### config.mk
export PLATFORM = sky130hd
export DESIGN_NAME = cmd_to_axi_top
export DESIGN_NICKNAME = d
export VERILOG_FILES = /design/src/bridge_pkg.sv /design/src/cmd_to_axi_top.sv /design/src/axi_write_master.sv /design/src/credit_fifo.sv /design/src/cmd_packer.sv
export SDC_FILE = /design/constraint.sdc
export NUM_CORES = 1
export LEC_CHECK = 0
export BUFFER_PORTS_ARGS = -buffer_cell sky130_fd_sc_hd__buf_2
export CORE_MARGIN = 2
export CORE_UTILIZATION = 32
export DETAILED_ROUTE_END_ITERATION = 12
export PLACE_DENSITY_LB_ADDON = 0.08
export SYNTH_ARGS = -nofsm -noshare
export SYNTH_HDL_FRONTEND = slang
export SYNTH_HIERARCHICAL = 1
export SYNTH_SLANG_ARGS = --single-unit
export TNS_END_PERCENT = 1
### constraint.sdc
create_clock -name aclk -period 4.84 [get_ports aclk]
set_input_delay 1.21 -clock aclk [delete_from_list [all_inputs] [get_ports aclk]]
set_output_delay 1.21 -clock aclk [all_outputs]
set_load 0.01 [all_outputs]
### src/bridge_pkg.sv
`default_nettype none

package bridge_pkg;

  // Decoded write command, one per AXI burst
  typedef struct packed {
    logic [3:0]  id;    // AXI transaction id
    logic [7:0]  len;   // Beats minus one, as awlen
    logic [31:0] addr;  // Burst start address
  } wr_cmd_t;

  // Packed data word, one per W beat
  typedef struct packed {
    logic [31:0] data;  // Byte 0 in bits 7:0
    logic [3:0]  strb;  // One bit per byte held
    logic        last;  // Word that took the tlast byte
  } wr_word_t;

  // Status returned per B response
  typedef struct packed {
    logic [3:0] id;
    logic       okay;   // bresp was OKAY
  } wr_resp_t;

  // AXI response codes
  localparam logic [1:0] RESP_OKAY   = 2'b00;
  localparam logic [1:0] RESP_SLVERR = 2'b10;

endpackage

`default_nettype wire
### src/cmd_to_axi_top.sv
`timescale 1ns/1ps
`default_nettype none

module cmd_to_axi_top #(
  parameter int CMD_DEPTH  = 4,
  parameter int DATA_DEPTH = 16
) (
  input  wire                      aclk,
  input  wire                      aresetn,

  // Decoded commands
  input  wire                      cmd_valid_i,
  output logic                     cmd_ready_o,
  input  wire bridge_pkg::wr_cmd_t cmd_i,

  // Byte stream
  input  wire                      dat_tvalid_i,
  output logic                     dat_tready_o,
  input  wire [7:0]                dat_tdata_i,
  input  wire                      dat_tlast_i,

  // AXI4 write channels, INCR bursts only
  output logic                     awvalid_o,
  input  wire                      awready_i,
  output logic [31:0]              awaddr_o,
  output logic [7:0]               awlen_o,
  output logic [3:0]               awid_o,

  output logic                     wvalid_o,
  input  wire                      wready_i,
  output logic [31:0]              wdata_o,
  output logic [3:0]               wstrb_o,
  output logic                     wlast_o,

  input  wire                      bvalid_i,
  output logic                     bready_o,
  input  wire [1:0]                bresp_i,
  input  wire [3:0]                bid_i,

  // Write status
  output logic                     resp_valid_o,
  output bridge_pkg::wr_resp_t     resp_o
);

  bridge_pkg::wr_cmd_t  pk_cmd;     // Packer to command buffer
  bridge_pkg::wr_cmd_t  fifo_cmd;   // Command buffer to master
  bridge_pkg::wr_word_t pk_word;
  bridge_pkg::wr_word_t fifo_word;
  logic                 cmd_push;
  logic                 cmd_credit;
  logic                 cmd_valid;
  logic                 cmd_pop;
  logic                 word_push;
  logic                 word_credit;
  logic                 word_valid;
  logic                 word_pop;

  cmd_packer #(
    .CMD_DEPTH  (CMD_DEPTH),
    .DATA_DEPTH (DATA_DEPTH)
  ) u_packer (
    .aclk          (aclk),
    .aresetn       (aresetn),
    .cmd_valid_i   (cmd_valid_i),
    .cmd_ready_o   (cmd_ready_o),
    .cmd_i         (cmd_i),
    .dat_tvalid_i  (dat_tvalid_i),
    .dat_tready_o  (dat_tready_o),
    .dat_tdata_i   (dat_tdata_i),
    .dat_tlast_i   (dat_tlast_i),
    .cmd_push_o    (cmd_push),
    .cmd_o         (pk_cmd),
    .cmd_credit_i  (cmd_credit),
    .word_push_o   (word_push),
    .word_o        (pk_word),
    .word_credit_i (word_credit)
  );

  credit_fifo #(
    .DEPTH     (CMD_DEPTH),
    .payload_t (bridge_pkg::wr_cmd_t)
  ) u_cmd_fifo (
    .aclk      (aclk),
    .aresetn   (aresetn),
    .push_i    (cmd_push),
    .payload_i (pk_cmd),
    .valid_o   (cmd_valid),
    .payload_o (fifo_cmd),
    .pop_i     (cmd_pop),
    .credit_o  (cmd_credit)
  );

  credit_fifo #(
    .DEPTH     (DATA_DEPTH),
    .payload_t (bridge_pkg::wr_word_t)
  ) u_word_fifo (
    .aclk      (aclk),
    .aresetn   (aresetn),
    .push_i    (word_push),
    .payload_i (pk_word),
    .valid_o   (word_valid),
    .payload_o (fifo_word),
    .pop_i     (word_pop),
    .credit_o  (word_credit)
  );

  axi_write_master u_master (
    .aclk         (aclk),
    .aresetn      (aresetn),
    .cmd_valid_i  (cmd_valid),
    .cmd_i        (fifo_cmd),
    .cmd_pop_o    (cmd_pop),
    .word_valid_i (word_valid),
    .word_i       (fifo_word),
    .word_pop_o   (word_pop),
    .awvalid_o    (awvalid_o),
    .awready_i    (awready_i),
    .awaddr_o     (awaddr_o),
    .awlen_o      (awlen_o),
    .awid_o       (awid_o),
    .wvalid_o     (wvalid_o),
    .wready_i     (wready_i),
    .wdata_o      (wdata_o),
    .wstrb_o      (wstrb_o),
    .wlast_o      (wlast_o),
    .bvalid_i     (bvalid_i),
    .bready_o     (bready_o),
    .bresp_i      (bresp_i),
    .bid_i        (bid_i),
    .resp_valid_o (resp_valid_o),
    .resp_o       (resp_o)
  );

endmodule

`default_nettype wire

### src/axi_write_master.sv
`timescale 1ns/1ps
`default_nettype none

module axi_write_master (
  input  wire                       aclk,
  input  wire                       aresetn,

  // Command buffer
  input  wire                       cmd_valid_i,
  input  wire bridge_pkg::wr_cmd_t  cmd_i,
  output logic                      cmd_pop_o,

  // Word buffer
  input  wire                       word_valid_i,
  input  wire bridge_pkg::wr_word_t word_i,
  output logic                      word_pop_o,

  // AXI write address
  output logic                      awvalid_o,
  input  wire                       awready_i,
  output logic [31:0]               awaddr_o,
  output logic [7:0]                awlen_o,
  output logic [3:0]                awid_o,

  // AXI write data
  output logic                      wvalid_o,
  input  wire                       wready_i,
  output logic [31:0]               wdata_o,
  output logic [3:0]                wstrb_o,
  output logic                      wlast_o,

  // AXI write response
  input  wire                       bvalid_i,
  output logic                      bready_o,
  input  wire [1:0]                 bresp_i,
  input  wire [3:0]                 bid_i,

  // Status
  output logic                      resp_valid_o,
  output bridge_pkg::wr_resp_t      resp_o
);

  typedef enum logic [1:0] {
    ST_IDLE,
    ST_ADDR,
    ST_DATA,
    ST_RESP
  } state_t;

  state_t              state_q;
  bridge_pkg::wr_cmd_t cmd_q;   // Burst in progress
  logic [7:0]          beat_q;  // W beats sent so far
  logic                aw_hs;
  logic                w_hs;
  logic                b_hs;

  assign cmd_pop_o = (state_q == ST_IDLE) && cmd_valid_i;

  assign awvalid_o = (state_q == ST_ADDR);
  assign awaddr_o  = cmd_q.addr;
  assign awlen_o   = cmd_q.len;
  assign awid_o    = cmd_q.id;

  // The word buffer output is registered, so wvalid holds until wready
  assign wvalid_o   = (state_q == ST_DATA) && word_valid_i;
  assign wdata_o    = word_i.data;
  assign wstrb_o    = word_i.strb;
  assign wlast_o    = (beat_q == cmd_q.len);
  assign word_pop_o = w_hs;

  assign bready_o = (state_q == ST_RESP);

  assign aw_hs = awvalid_o && awready_i;
  assign w_hs  = wvalid_o && wready_i;
  assign b_hs  = bvalid_i && bready_o;

  always_ff @(posedge aclk or negedge aresetn) begin
    if (!aresetn) begin
      state_q      <= ST_IDLE;
      beat_q       <= 8'd0;
      resp_valid_o <= 1'b0;
    end else begin
      resp_valid_o <= b_hs;  // One pulse per B response
      case (state_q)
        ST_IDLE: begin
          if (cmd_pop_o) begin
            state_q <= ST_ADDR;
          end
        end
        ST_ADDR: begin
          if (aw_hs) begin
            state_q <= ST_DATA;
          end
        end
        ST_DATA: begin
          if (w_hs && wlast_o) begin
            beat_q  <= 8'd0;
            state_q <= ST_RESP;
          end else if (w_hs) begin
            beat_q <= beat_q + 8'd1;
          end
        end
        ST_RESP: begin
          if (b_hs) begin
            state_q <= ST_IDLE;
          end
        end
      endcase
    end
  end

  always_ff @(posedge aclk) begin
    if (cmd_pop_o) begin
      cmd_q <= cmd_i;
    end
    if (b_hs) begin
      resp_o.id   <= bid_i;
      resp_o.okay <= (bresp_i == bridge_pkg::RESP_OKAY);
    end
  end

endmodule

`default_nettype wire

### src/credit_fifo.sv
`timescale 1ns/1ps
`default_nettype none

module credit_fifo #(
  parameter int  DEPTH     = 4,
  parameter type payload_t = logic [7:0]
) (
  input  wire           aclk,
  input  wire           aresetn,

  input  wire           push_i,
  input  wire payload_t payload_i,

  output logic          valid_o,
  output payload_t      payload_o,
  input  wire           pop_i,

  output logic          credit_o
);

  localparam int AW = (DEPTH > 1) ? $clog2(DEPTH) : 1;
  localparam int LW = $clog2(DEPTH + 1);

  payload_t      mem [DEPTH];
  logic [AW-1:0] wr_ptr_q;
  logic [AW-1:0] rd_ptr_q;
  logic [LW-1:0] level_q;  // Entries in mem, output register not counted
  logic          pop;
  logic          load;
  logic          mem_rd;
  logic          mem_wr;

  function automatic logic [AW-1:0] ptr_inc(input logic [AW-1:0] ptr);
    ptr_inc = (ptr == AW'(DEPTH - 1)) ? '0 : ptr + 1'b1;
  endfunction

  assign pop    = valid_o && pop_i;
  assign load   = !valid_o || pop;                     // Output register free next cycle
  assign mem_rd = load && (level_q != '0);
  assign mem_wr = push_i && !(load && (level_q == '0));  // Else straight to the output

  always_ff @(posedge aclk or negedge aresetn) begin
    if (!aresetn) begin
      wr_ptr_q <= '0;
      rd_ptr_q <= '0;
      level_q  <= '0;
      valid_o  <= 1'b0;
      credit_o <= 1'b0;
    end else begin
      credit_o <= pop;
      if (load) begin
        valid_o <= mem_rd || push_i;
      end
      if (mem_wr) begin
        wr_ptr_q <= ptr_inc(wr_ptr_q);
      end
      if (mem_rd) begin
        rd_ptr_q <= ptr_inc(rd_ptr_q);
      end
      level_q <= level_q + LW'(mem_wr) - LW'(mem_rd);
    end
  end

  always_ff @(posedge aclk) begin
    if (mem_wr) begin
      mem[wr_ptr_q] <= payload_i;
    end
    if (mem_rd) begin
      payload_o <= mem[rd_ptr_q];
    end else if (load && push_i) begin
      payload_o <= payload_i;  // Empty buffer, bypass
    end
  end

endmodule

`default_nettype wire

### src/cmd_packer.sv
`timescale 1ns/1ps
`default_nettype none

module cmd_packer #(
  parameter int CMD_DEPTH  = 4,
  parameter int DATA_DEPTH = 16
) (
  input  wire                      aclk,
  input  wire                      aresetn,

  input  wire                      cmd_valid_i,
  output logic                     cmd_ready_o,
  input  wire bridge_pkg::wr_cmd_t cmd_i,

  input  wire                      dat_tvalid_i,
  output logic                     dat_tready_o,
  input  wire [7:0]                dat_tdata_i,
  input  wire                      dat_tlast_i,

  output logic                     cmd_push_o,
  output bridge_pkg::wr_cmd_t      cmd_o,
  input  wire                      cmd_credit_i,

  output logic                     word_push_o,
  output bridge_pkg::wr_word_t     word_o,
  input  wire                      word_credit_i
);

  localparam int CCW = $clog2(CMD_DEPTH + 1);
  localparam int WCW = $clog2(DATA_DEPTH + 1);

  logic           busy_q;      // Bytes of the current command still to come
  logic           cmd_rdy_q;
  logic [CCW-1:0] cmd_cnt_q;   // Free entries in the command buffer
  logic [WCW-1:0] word_cnt_q;  // Free entries in the word buffer
  logic [1:0]     idx_q;       // Lane of the next byte
  logic [3:0]     strb_q;
  logic [31:0]    data_q;

  logic           cmd_acc;
  logic           byte_acc;
  logic           word_close;
  logic           busy_d;
  logic [CCW-1:0] cmd_cnt_d;
  logic [WCW-1:0] word_cnt_d;
  logic [31:0]    data_nx;
  logic [3:0]     strb_nx;

  assign cmd_ready_o  = cmd_rdy_q;
  assign dat_tready_o = busy_q && (word_cnt_q != '0);  // Stall bytes without a word credit

  assign cmd_acc    = cmd_valid_i && cmd_rdy_q;
  assign byte_acc   = dat_tvalid_i && dat_tready_o;
  assign word_close = byte_acc && (dat_tlast_i || (idx_q == 2'd3));

  // Current byte placed in its lane, low byte first
  always_comb begin
    data_nx = data_q;
    data_nx[8*idx_q +: 8] = dat_tdata_i;
  end

  assign strb_nx = strb_q | (4'b0001 << idx_q);

  // A credit is taken when an entry is committed and comes back on each pop
  assign cmd_cnt_d  = cmd_cnt_q - CCW'(cmd_acc) + CCW'(cmd_credit_i);
  assign word_cnt_d = word_cnt_q - WCW'(word_close) + WCW'(word_credit_i);
  assign busy_d     = cmd_acc || (busy_q && !(byte_acc && dat_tlast_i));

  always_ff @(posedge aclk or negedge aresetn) begin
    if (!aresetn) begin
      busy_q      <= 1'b0;
      cmd_rdy_q   <= 1'b0;
      cmd_cnt_q   <= CCW'(CMD_DEPTH);
      word_cnt_q  <= WCW'(DATA_DEPTH);
      idx_q       <= 2'd0;
      strb_q      <= 4'd0;
      cmd_push_o  <= 1'b0;
      word_push_o <= 1'b0;
    end else begin
      busy_q      <= busy_d;
      cmd_rdy_q   <= !busy_d && (cmd_cnt_d != '0);  // Idle with room for a command
      cmd_cnt_q   <= cmd_cnt_d;
      word_cnt_q  <= word_cnt_d;
      cmd_push_o  <= cmd_acc;
      word_push_o <= word_close;
      if (word_close) begin
        idx_q  <= 2'd0;
        strb_q <= 4'd0;
      end else if (byte_acc) begin
        idx_q  <= idx_q + 2'd1;
        strb_q <= strb_nx;
      end
    end
  end

  always_ff @(posedge aclk) begin
    if (cmd_acc) begin
      cmd_o <= cmd_i;
    end
    if (byte_acc) begin
      data_q <= data_nx;
    end
    if (word_close) begin
      word_o.data <= data_nx;
      word_o.strb <= strb_nx;
      word_o.last <= dat_tlast_i;
    end
  end

endmodule

`default_nettype wire

==> results of run 1 <==
per-layer routing:
layer / global-route usage [%] / share of wire (%)
met1: 19.9 / 44
met2: 26.5 / 49
met5: 0 / 0.034
met4: 4.28 / 2.5
met3: 3.37 / 4.3
layout make-up:
| class | instances | area [sq um] | share of cell area, % |
|---|---|---|---|
| Sequential cell | 1046 | 31200 | 66.7 |
| Clock inverter | 65 | 488 | 1.04 |
| Timing Repair Buffer | 205 | 1280 | 2.75 |
| Clock buffer | 146 | 3050 | 6.52 |
| Tap cell | 1650 | 2060 | 4.42 |
| Multi-Input combinational cell | 862 | 8420 | 18.0 |
| Inverter | 64 | 240 | 0.514 |
registers in the layout (all words and copies together), names as in the netlist, 5 cells and up:
name,count
u_packer/word_o,36
u_packer/word_cnt_q,5
u_cmd_fifo/mem,176
u_master/beat_q,8
u_master/resp_o,5
u_word_fifo/payload_o,36
u_master/awlen_o,8
u_word_fifo/mem,576
u_cmd_fifo/payload_o,44
u_master/awaddr_o,32
u_word_fifo/level_q,5
u_packer/data_q,32
u_packer/cmd_o,44
worst max path at each step:
| stage | endpoint | slack [ns] | cells past startpoint |
|---|---|---|---|
| after detailed placement | u_word_fifo/level_q[4] | 0.97 | 15 |
| final | wlast_o | 1.39 | 4 |
| after CTS | wlast_o | 1.28 | 4 |
| after global placement | u_word_fifo/level_q[4] | 0.92 | 15 |
| after global routing | wlast_o | 1.16 | 4 |
| after floorplan | u_packer/word_cnt_q[4] | 0.35 | 10 |
worst reg2reg max path: stages (launching register included):
cell and delay, ns:
dfrtp_1 0.39, inv_1 0.11, ha_1 0.28, nand3_1 0.11
inv_1 0.13, nand2b_1 0.25, a21boi_0 0.24, buf_4 0.21
inv_1 0.11, nor3_1 0.30, and2_2 0.58, buf_12 0.28
metrics by stage:
stage	utilization, %	worst slack, ns	hold slack [ns]	total power, mW	cell area, sq um
floorplan	-	0.350	0.400	17.5	40500
global placement	34.4	0.918	0.403	20.0	43200
detailed placement	34.4	0.972	0.405	20.1	43200
CTS	37.2	1.28	0.416	28.4	46700
global route	37.2	1.16	0.418	29.3	46700
finish	37.2	1.39	0.415	27.8	46700
power groups by stage:
stage / Clock [mW] / Combinational (mW) / Sequential (mW)
global placement: 0 / 6.77 / 13.2
detailed placement: 0 / 6.85 / 13.2
finish: 8.18 / 6.66 / 13.0
global route: 8.83 / 7.29 / 13.2
floorplan: 0 / 4.93 / 12.6
CTS: 8.46 / 6.87 / 13.1
==> summary.txt, run 1 <==
STA
  • Worst slew margin: 11.2%
  • Pins Over Slew Limit: 0
  • Setup TNS Final: 0 ns
  • Max Freq: 290 MHz
  • Clock skew: 0.0429 ns
  • Tmin final: 3.45 ns
  • Final worst path period share: 71.3%
  • RSZ-0062 raised after global routing: no
  • Final Setup Violations: 0
  • Worst slew pin tran: 1.31 ns
  • Hold Vio Cnt, Final: 0

Critical path
  • Reg2reg path depth: 11
  • Slowest cell on the critical path: edfxtp_1
  • FF-to-FF End: u_word_fifo/mem[2][36]
  • Reg2reg setup slack: 1.49 ns
  • Arrival time worst endpoint: 2.24 ns
  • Req. time, crit path: 3.63 ns
  • Worst path bufs/invs: 1
  • CP Launch Point: u_master/awlen_o[1]
  • Startpoint types: flip-flop
  • Setup CP Type: flip-flop to primary output
  • Max FO, Critical Path: 9
  • Largest stage delay, worst path: 0.45 ns
  • RR Startpoint: u_master/state_q[0]
  • Worst setup EP type: primary output
  • CP Cell Sequence: xnor2_1 > nand4_4 > nor2_1 > buf_2
  • Top delay family on crit path: simple AND/OR/NAND/NOR gates

Power and ir drop
  • Logic gate share of total power: 23.9%
  • Sw Ratio: 30.4%
  • Clock power share: 29.4%
  • Part of the power in registers: 46.7%
  • Leakage: 15.7 nW
  • Pwr/cell area: 596 mW/mm^2
  • Pint: 19.4 mW
  • Sw Pwr: 8.48 mW
  • Peak supply drop: 414 uV

Min path
  • Worst hold endpoint: u_master/awaddr_o[25]
  • Hold/Removal Path Class: flip-flop to flip-flop
  • Worst hold path stage count: 0
  • Min-delay src: u_cmd_fifo/payload_o[25]

Placement
  • Routability cong.: 0.722
  • HPWL Detailed: 57000 um
  • Dpl cells: 3827
  • I/O Buffers: 157

Logic synthesis
  • Syn nets: 2205
  • Warnings, synthesis: 6
  • Mean Syn Cell Area: 19.3 sq um
  • Netlist Area Pre-Place: 0.0405 sq mm
  • Gate Count Post-Synth: 2096

Global route
  • Largest net degree at the start of global routing: 103
  • Wire length of the first global-routing pass: 146000 um
  • Number of antenna violations at the first check in global routing: 4
  • All-Layer GR Usage: 15.5%
  • Vias in the first global route: 20900
  • Total grt overflow: 0

Final layout
  • Diodes inserted: 0
  • Area growth syn-to-layout: 15.4%
  • # nets final: 2405
  • Commonest non-fill, non-tap cell in the layout: edfxtp_1
  • Ratio of cells with drive above 1 in the final layout: 25.5%
  • Non-filler cells, final: 4038
  • Most frequent cells in the layout: edfxtp_1 (993), buf_2 (157), mux2i_1 (143)
  • Fill cells: 11600

Clock network
  • H-tree Lvls: 3
  • Clk sinks: 1046
  • TritonCTS clock tree: built
  • # resized after CTS: 0
  • TritonCTS buffer count: 117
  • # hold bufs at CTS: 0
  • Clk_lat worst skew: 0.73 ns
  • Root buffer cell: clkbuf_16
  • CTS max path bufs: 3
  • Setup Buffers After CTS: 0
  • Clock slew at reported path FFs: 0.06 ns

Run status
  • Status: complete, no violations

Drt
  • DRC: 0
  • Final wirelength: 100000 um
  • Iteration-0 DRC Markers: 1137
  • Routed len/inst: 24.9 um
  • DRT Pass-1 Iters: 5
  • Via density: 4.80
  • Final antenna-violating net count: 0
  • Via Count: 19400

Floorplanning
  • IO Count: 158
  • Die Wd: 360 um
  • CORE AREA: 0.126 sq mm
  • Die H: 360 um
  • Initial core utilization: 32.2%
  • Die ar.: 0.129 sq mm
  • Row cnt: 130

Run
  • Max_cap viols: 0
Note: power is estimated with default switching activity, not from simulation.
==> inputs of run 2 (changes only) <==
==> constraint.sdc (replaced) <==
create_clock -name aclk -period 3.49 [get_ports aclk]
set_input_delay 0.8725 -clock aclk [delete_from_list [all_inputs] [get_ports aclk]]
set_output_delay 0.8725 -clock aclk [all_outputs]
set_load 0.01 [all_outputs]
==> summary.txt, run 2 (synthesis gave the netlist of run 1 again) <==
Critical path
  • RR Startpoint: u_master/state_q[0]
  • Worst path bufs/invs: 1 (unchanged)
  • Worst setup EP type: primary output
  • Slowest cell on the critical path: dfrtp_1
  • Startpoint types: flip-flop
  • CP Launch Point: u_master/beat_q[5]
  • Arrival time worst endpoint: 2.17 ns (-0.07 ns)
  • Reg2reg setup slack: 0.47 ns (-1.02 ns)
  • CP Cell Sequence: xnor2_1 > nand4_2 > nor2_1 > buf_2
  • FF-to-FF End: u_word_fifo/level_q[4]
  • Req. time, crit path: 2.62 ns (-1.01 ns)
  • Number of cells on the critical path: 4 (unchanged)
  • Top delay family on crit path: simple AND/OR/NAND/NOR gates
  • Setup CP Type: flip-flop to primary output
  • Reg2reg path depth: 15 (+4)
  • Max FO, Critical Path: 9 (unchanged)
  • Largest stage delay, worst path: 0.44 ns (about the same)
  • CP endpoint: wlast_o

STA
  • Worst slew margin: 26.4% (+15 points)
  • Setup TNS Final: 0 ns (unchanged)
  • Hold Vio Cnt, Final: 0 (unchanged)
  • Worst hold slack: 0.301 ns (-0.113 ns)
  • Pins Over Slew Limit: 0 (unchanged)
  • Final worst path period share: 87.3%
  • Worst slew pin tran: 1.10 ns (-0.217 ns)
  • Tmin final: 3.05 ns
  • Max Freq: 328 MHz
  • Clock skew: 0.0347 ns (-0.00826 ns)
  • RSZ-0062 raised after global routing: no
  • Final Setup Violations: 0 (unchanged)

Clock network
  • Clk sinks: 1046 (unchanged)
  • Clk_lat worst skew: 0.70 ns (-0.03 ns)
  • # resized after CTS: 0 (unchanged)
  • TritonCTS clock tree: built
  • # hold bufs at CTS: 0 (unchanged)
  • Root buffer cell: clkbuf_16
  • Clock slew at reported path FFs: 0.06 ns (about the same)
  • H-tree Lvls: 3 (unchanged)
  • Setup Buffers After CTS: 0 (unchanged)
  • TritonCTS buffer count: 114 (-2.6%)
  • CTS max path bufs: 3 (unchanged)

Drt
  • Routed len/inst: 24.5 um (-1.5%)
  • Final antenna-violating net count: 0 (unchanged)
  • Via Count: 19800 (+2.1%)
  • DRC: 0 (unchanged)
  • DRT Pass-1 Iters: 5 (unchanged)
  • Via density: 4.84 (+0.95%)
  • Iteration-0 DRC Markers: 1427 (+26%)
  • Final wirelength: 100000 um (-0.45%)

Final layout
  • Commonest non-fill, non-tap cell in the layout: edfxtp_1
  • Largest registers: u_word_fifo/mem: 576 flops, u_cmd_fifo/mem: 176 flops
  • Ratio of cells with drive above 1 in the final layout: 27.0% (+1.5 points)
  • # nets final: 2448 (+1.8%)
  • Most frequent cells in the layout: edfxtp_1 (993), buf_2 (157), mux2i_1 (143)
  • Area growth syn-to-layout: 17.2%
  • Fill cells: 11600 (-0.14%)
  • Largest register FFs: 576 (unchanged)
  • Diodes inserted: 0 (unchanged)
  • Reg with most FFs: u_word_fifo/mem

Floorplanning
  • IO Count: 158 (unchanged)
  • CORE AREA: 0.126 sq mm (unchanged)
  • Initial core utilization: 32.2% (unchanged)
  • Die Wd: 360 um (unchanged)
  • Die ar.: 0.129 sq mm (unchanged)
  • Row cnt: 130 (unchanged)
  • Die H: 360 um (unchanged)

Run status
  • Status: complete, no violations

Placement
  • HPWL Detailed: 58100 um (+1.9%)
  • Routability cong.: 0.722 (unchanged)
  • I/O Buffers: 157 (unchanged)

Min path
  • Hold/Removal Path Class: primary input to asynchronous set/reset pin

Power and ir drop
  • Peak supply drop: 553 uV (+34%)
  • Leakage: 16.1 nW (+2.5%)
  • Pwr/cell area: 829 mW/mm^2 (+39%)

Global route
  • Number of antenna violations at the first check in global routing: 7 (+3)
  • Largest net degree at the start of global routing: 61 (-41%)
  • Wire length of the first global-routing pass: 147000 um (+0.85%)
  • Total grt overflow: 0 (unchanged)
  • All-Layer GR Usage: 15.5% (-0.056 points)
  • Vias in the first global route: 21600 (+3.3%)

Run
  • Max_cap viols: 0 (unchanged)
-- run 2: cell types whose count changed in the layout (fill, tap and decap cells not counted), moves of 2 or more --
cell        before  now
buf_4           37   61
clkinv_1        31   35
bufinv_16        3   12
clkinvlp_4       4    1
and2_4           4    0
clkbuf_16      117  115
clkinv_8         1    3
clkbuf_1        28   20
buf_12          11   33
and2_2           5    9
-- run 2: per-layer routing --
metal,part of all wire (%),vias to the layer above,track usage (%)
met5,0.065,-,0
met4,2.3,10,4.33
met3,3.7,145,2.60
met2,50,372,26.3
met1,44,10500,20.4
li1,-,8757,-
-- run 2: worst min path at each step --
stage	startpoint	to	slack (ns)	depth (start not counted)
after floorplan	u_cmd_fifo/payload_o[0]	u_master/awaddr_o[0]	0.40	0
after global placement	u_cmd_fifo/payload_o[12]	u_master/awaddr_o[12]	0.40	0
after detailed placement	u_cmd_fifo/payload_o[7]	u_master/awaddr_o[7]	0.40	0
after CTS	cmd_i[36]	u_packer/cmd_o[36]	0.26	1
after global routing	cmd_i[31]	u_packer/cmd_o[31]	0.30	1
final	aresetn	u_master/resp_valid_o	0.30	1
-- run 2: worst reg2reg max path, delay by kind of cell (launching register included) --
kind / cells / cell delay, ns
buffers and inverters: 4 / 0.33
AO/OA/AOI/OAI: 2 / 0.44
flip-flops: 1 / 0.37
AND/OR/NAND/NOR: 4 / 0.46
adder cells (fa/ha/maj): 4 / 1.20
XOR/XNOR: 1 / 0.12
-- run 2: final cells by class --
| type | count | area, sq um | share of cell area (%) |
|---|---|---|---|
| flip-flops and latches | 1046 | 31200 | 65.7 |
| multi-input cells | 862 | 8410 | 17.7 |
| clock buffers | 135 | 2950 | 6.22 |
| well taps | 1650 | 2060 | 4.35 |
| repair buffers | 251 | 1900 | 4.01 |
| clock inverters | 75 | 727 | 1.53 |
| inverters | 64 | 240 | 0.506 |
-- run 2: metrics by stage --
stage          std cells  power (mW)  instance area (sq um)  setup slack (ns)  utilization, %
2_1_floorplan       2096        24.3                  40500           -0.0410               -
3_5_place_dp        3873        28.1                  43800             0.224            34.9
3_3_place_gp        3873        28.0                  43800             0.193            34.9
6_report            4083        39.3                  47500             0.445            37.8
5_1_grt             4083        41.4                  47500             0.172            37.8
4_1_cts             4083        40.1                  47500             0.275            37.8
-- run 2: report_power, final --
part	switching [mW]	internal, mW
combinational	5.45	4.26
clock	4.92	6.91
sequential	1.36	16.5
total	11.7	27.6
==> inputs of run 3 (changes only) <==
--- a/config.mk
+++ b/config.mk
@@ -6,7 +6,7 @@
 export NUM_CORES = 1
 export LEC_CHECK = 0
 export BUFFER_PORTS_ARGS = -buffer_cell sky130_fd_sc_hd__buf_2
-export CORE_MARGIN = 2
+export CORE_MARGIN = 3
 export CORE_UTILIZATION = 32
 export DETAILED_ROUTE_END_ITERATION = 12
 export PLACE_DENSITY_LB_ADDON = 0.08
==> summary.txt, run 3 (synthesis gave the netlist of run 1 again) <==
Run
  • Max_cap viols: 0 (unchanged)

STA
  • Hold Vio Cnt, Final: 0 (unchanged)
  • Tmin final: 3.08 ns (+0.0303 ns)
  • Final Setup Violations: 0 (unchanged)
  • Max Freq: 325 MHz (-0.99%)
  • Clock skew: 0.0435 ns (+0.00889 ns)
  • Pins Over Slew Limit: 0 (unchanged)
  • Final worst setup slack: 0.414 ns (-0.0303 ns)
  • RSZ-0062 raised after global routing: no
  • Worst slew margin: 30.2% (+3.8 points)
  • Worst slew pin tran: 1.04 ns (-0.0567 ns)
  • Final worst path period share: 88.1% (+0.87 points)

Floorplanning
  • IO Count: 158 (unchanged)
  • Die H: 362 um (+0.56%)
  • Initial core utilization: 32.5% (+0.25 points)
  • Row cnt: 129 (-0.77%)
  • Die ar.: 0.131 sq mm (+1.1%)
  • Die Wd: 362 um (+0.56%)
  • CORE AREA: 0.125 sq mm (-0.77%)

Global route
  • All-Layer GR Usage: 15.3% (-0.12 points)
  • Largest net degree at the start of global routing: 95 (+56%)
  • Wire length of the first global-routing pass: 147000 um (-0.44%)
  • Total grt overflow: 0 (unchanged)
  • Vias in the first global route: 21000 (-2.7%)
  • Number of antenna violations at the first check in global routing: 7 (unchanged)

Placement
  • I/O Buffers: 157 (unchanged)
  • Placed Area: 0.0435 sq mm (-0.65%)
  • Setup WS pre-CTS: 0.205 ns (-0.0186 ns)
  • HPWL Detailed: 55800 um (-3.8%)
  • Routability cong.: 0.698 (-3.2%)

Clock network
  • # resized after CTS: 0 (unchanged)
  • Setup Buffers After CTS: 0 (unchanged)
  • TritonCTS clock tree: built
  • # hold bufs at CTS: 0 (unchanged)
  • Clk sinks: 1046 (unchanged)
  • Root buffer cell: clkbuf_16
  • Clk_lat worst skew: 0.72 ns (+0.02 ns)
  • CTS max path bufs: 3 (unchanged)
  • H-tree Lvls: 3 (unchanged)
  • TritonCTS buffer count: 113 (-0.88%)
  • Clock slew at reported path FFs: 0.06 ns (about the same)

Final layout
  • # nets final: 2426 (-0.90%)
  • Reg with most FFs: u_word_fifo/mem
  • Fill cells: 11500 (-0.30%)
  • Most frequent cells in the layout: edfxtp_1 (993), buf_2 (157), mux2i_1 (143)
  • Commonest non-fill, non-tap cell in the layout: edfxtp_1
  • Area growth syn-to-layout: 16.7%
  • FF/Latch Area: 0.0312 sq mm (unchanged)
  • Largest register FFs: 576 (unchanged)
  • Multi-input logic area: 0.00841 sq mm (unchanged)
  • Final Instance Area: 0.0472 sq mm (-0.43%)
  • Ratio of cells with drive above 1 in the final layout: 26.7% (-0.26 points)
  • Largest registers: u_word_fifo/mem: 576 flops, u_cmd_fifo/mem: 176 flops
  • Layout Utilization: 37.9% (+0.13 points)

Drt
  • DRT Pass-1 Iters: 5 (unchanged)
  • DRC: 0 (unchanged)
  • Final wirelength: 99700 um (-0.23%)
  • Via Count: 19500 (-1.2%)
  • Routed len/inst: 24.6 um (+0.56%)
  • Via density: 4.82 (-0.43%)
  • Iteration-0 DRC Markers: 1280 (-10%)
  • Final antenna-violating net count: 0 (unchanged)

Critical path
  • Slowest cell on the critical path: edfxtp_1
  • Largest stage delay, worst path: 0.46 ns (+0.02 ns)
  • Setup CP Type: flip-flop to primary output
  • CP Cell Sequence: xnor2_1 > nand4_2 > nor2_1 > buf_2
  • Worst setup EP type: primary output
  • Req. time, crit path: 2.62 ns (about the same)
  • Max FO, Critical Path: 9 (unchanged)
  • Startpoint types: flip-flop
  • Arrival time worst endpoint: 2.20 ns (+0.03 ns)

Power and ir drop
  • Peak supply drop: 457 uV (-17%)
  • Overall Power: 39.4 mW (about the same)
  • Leakage: 16.0 nW (-0.75%)
  • Pwr/cell area: 833 mW/mm^2 (+0.47%)

Min path
  • Hold/Removal Path Class: primary input to asynchronous set/reset pin

Run status
  • Status: complete, no violations
[run 3: changes by cell type in the layout (fill, tap and decap cells not counted), sizes merged]
| cell | previous run | this run |
|---|---|---|
| buf | 251 | 230 |
| clkinv | 61 | 46 |
| clkbuf | 135 | 144 |
| clkinvlp | 1 | 5 |
| diode | 0 | 2 |
| bufinv | 12 | 13 |
| inv | 65 | 66 |
[run 3: power breakdown]
| group | switching (mW) | internal (mW) |
|---|---|---|
| clock | 4.97 | 7.05 |
| combinational | 5.40 | 4.14 |
| sequential | 1.34 | 16.5 |
[run 3: worst paths after layout]
kind	to	cells after the start	slack, ns	from
max in group asynchronous	u_word_fifo/rd_ptr_q[2]	2	2.36	aresetn
worst max-delay path	wlast_o	4	0.41	u_master/awlen_o[0]
worst max register to register	u_word_fifo/level_q[4]	15	0.45	u_master/state_q[0]
min in group aclk	u_packer/cmd_o[23]	1	0.33	cmd_i[23]
worst min-delay path	u_master/resp_valid_o	1	0.15	aresetn
worst min register to register	u_master/awlen_o[0]	0	0.41	u_cmd_fifo/payload_o[32]
[run 3: final cells by class]
type	instances	area share, %
antenna	2	0.0106
clock buffer	144	6.34
clock inverter	66	1.61
inverter	64	0.508
multi-input combinational	862	17.8
sequential	1046	66.0
tap	1637	4.33
timing repair buffer	230	3.46
[run 3: metal layers]
| metal | wire length, um | vias to the layer above | share of wire (%) | GRT usage [%] |
|---|---|---|---|---|
| li1 | - | 8718 | - | - |
| met3 | 4490 | 156 | 4.5 | 3.44 |
| met2 | 49500 | 371 | 50 | 26.1 |
| met5 | 47 | - | 0.047 | 0 |
| met1 | 43300 | 10300 | 43 | 19.8 |
| met4 | 2410 | 6 | 2.4 | 4.21 |
[run 3: through the flow]
stage	hold slack (ns)	setup TNS [ns]	instances
final	0.149	0	4051
after global routing	0.133	0	4049
after CTS	0.102	0	4049
after detailed placement	0.406	0	3839
after global placement	0.402	0	3839
after floorplan	0.400	-0.0516	2096
[run 3: critical path, delay by kind of cell, from the launching register on]
family / cells / cell delay [ns]
xor+xnor: 1 / 0.22
buf+inv: 1 / 0.20
flops: 1 / 0.46
simple gates: 2 / 0.60
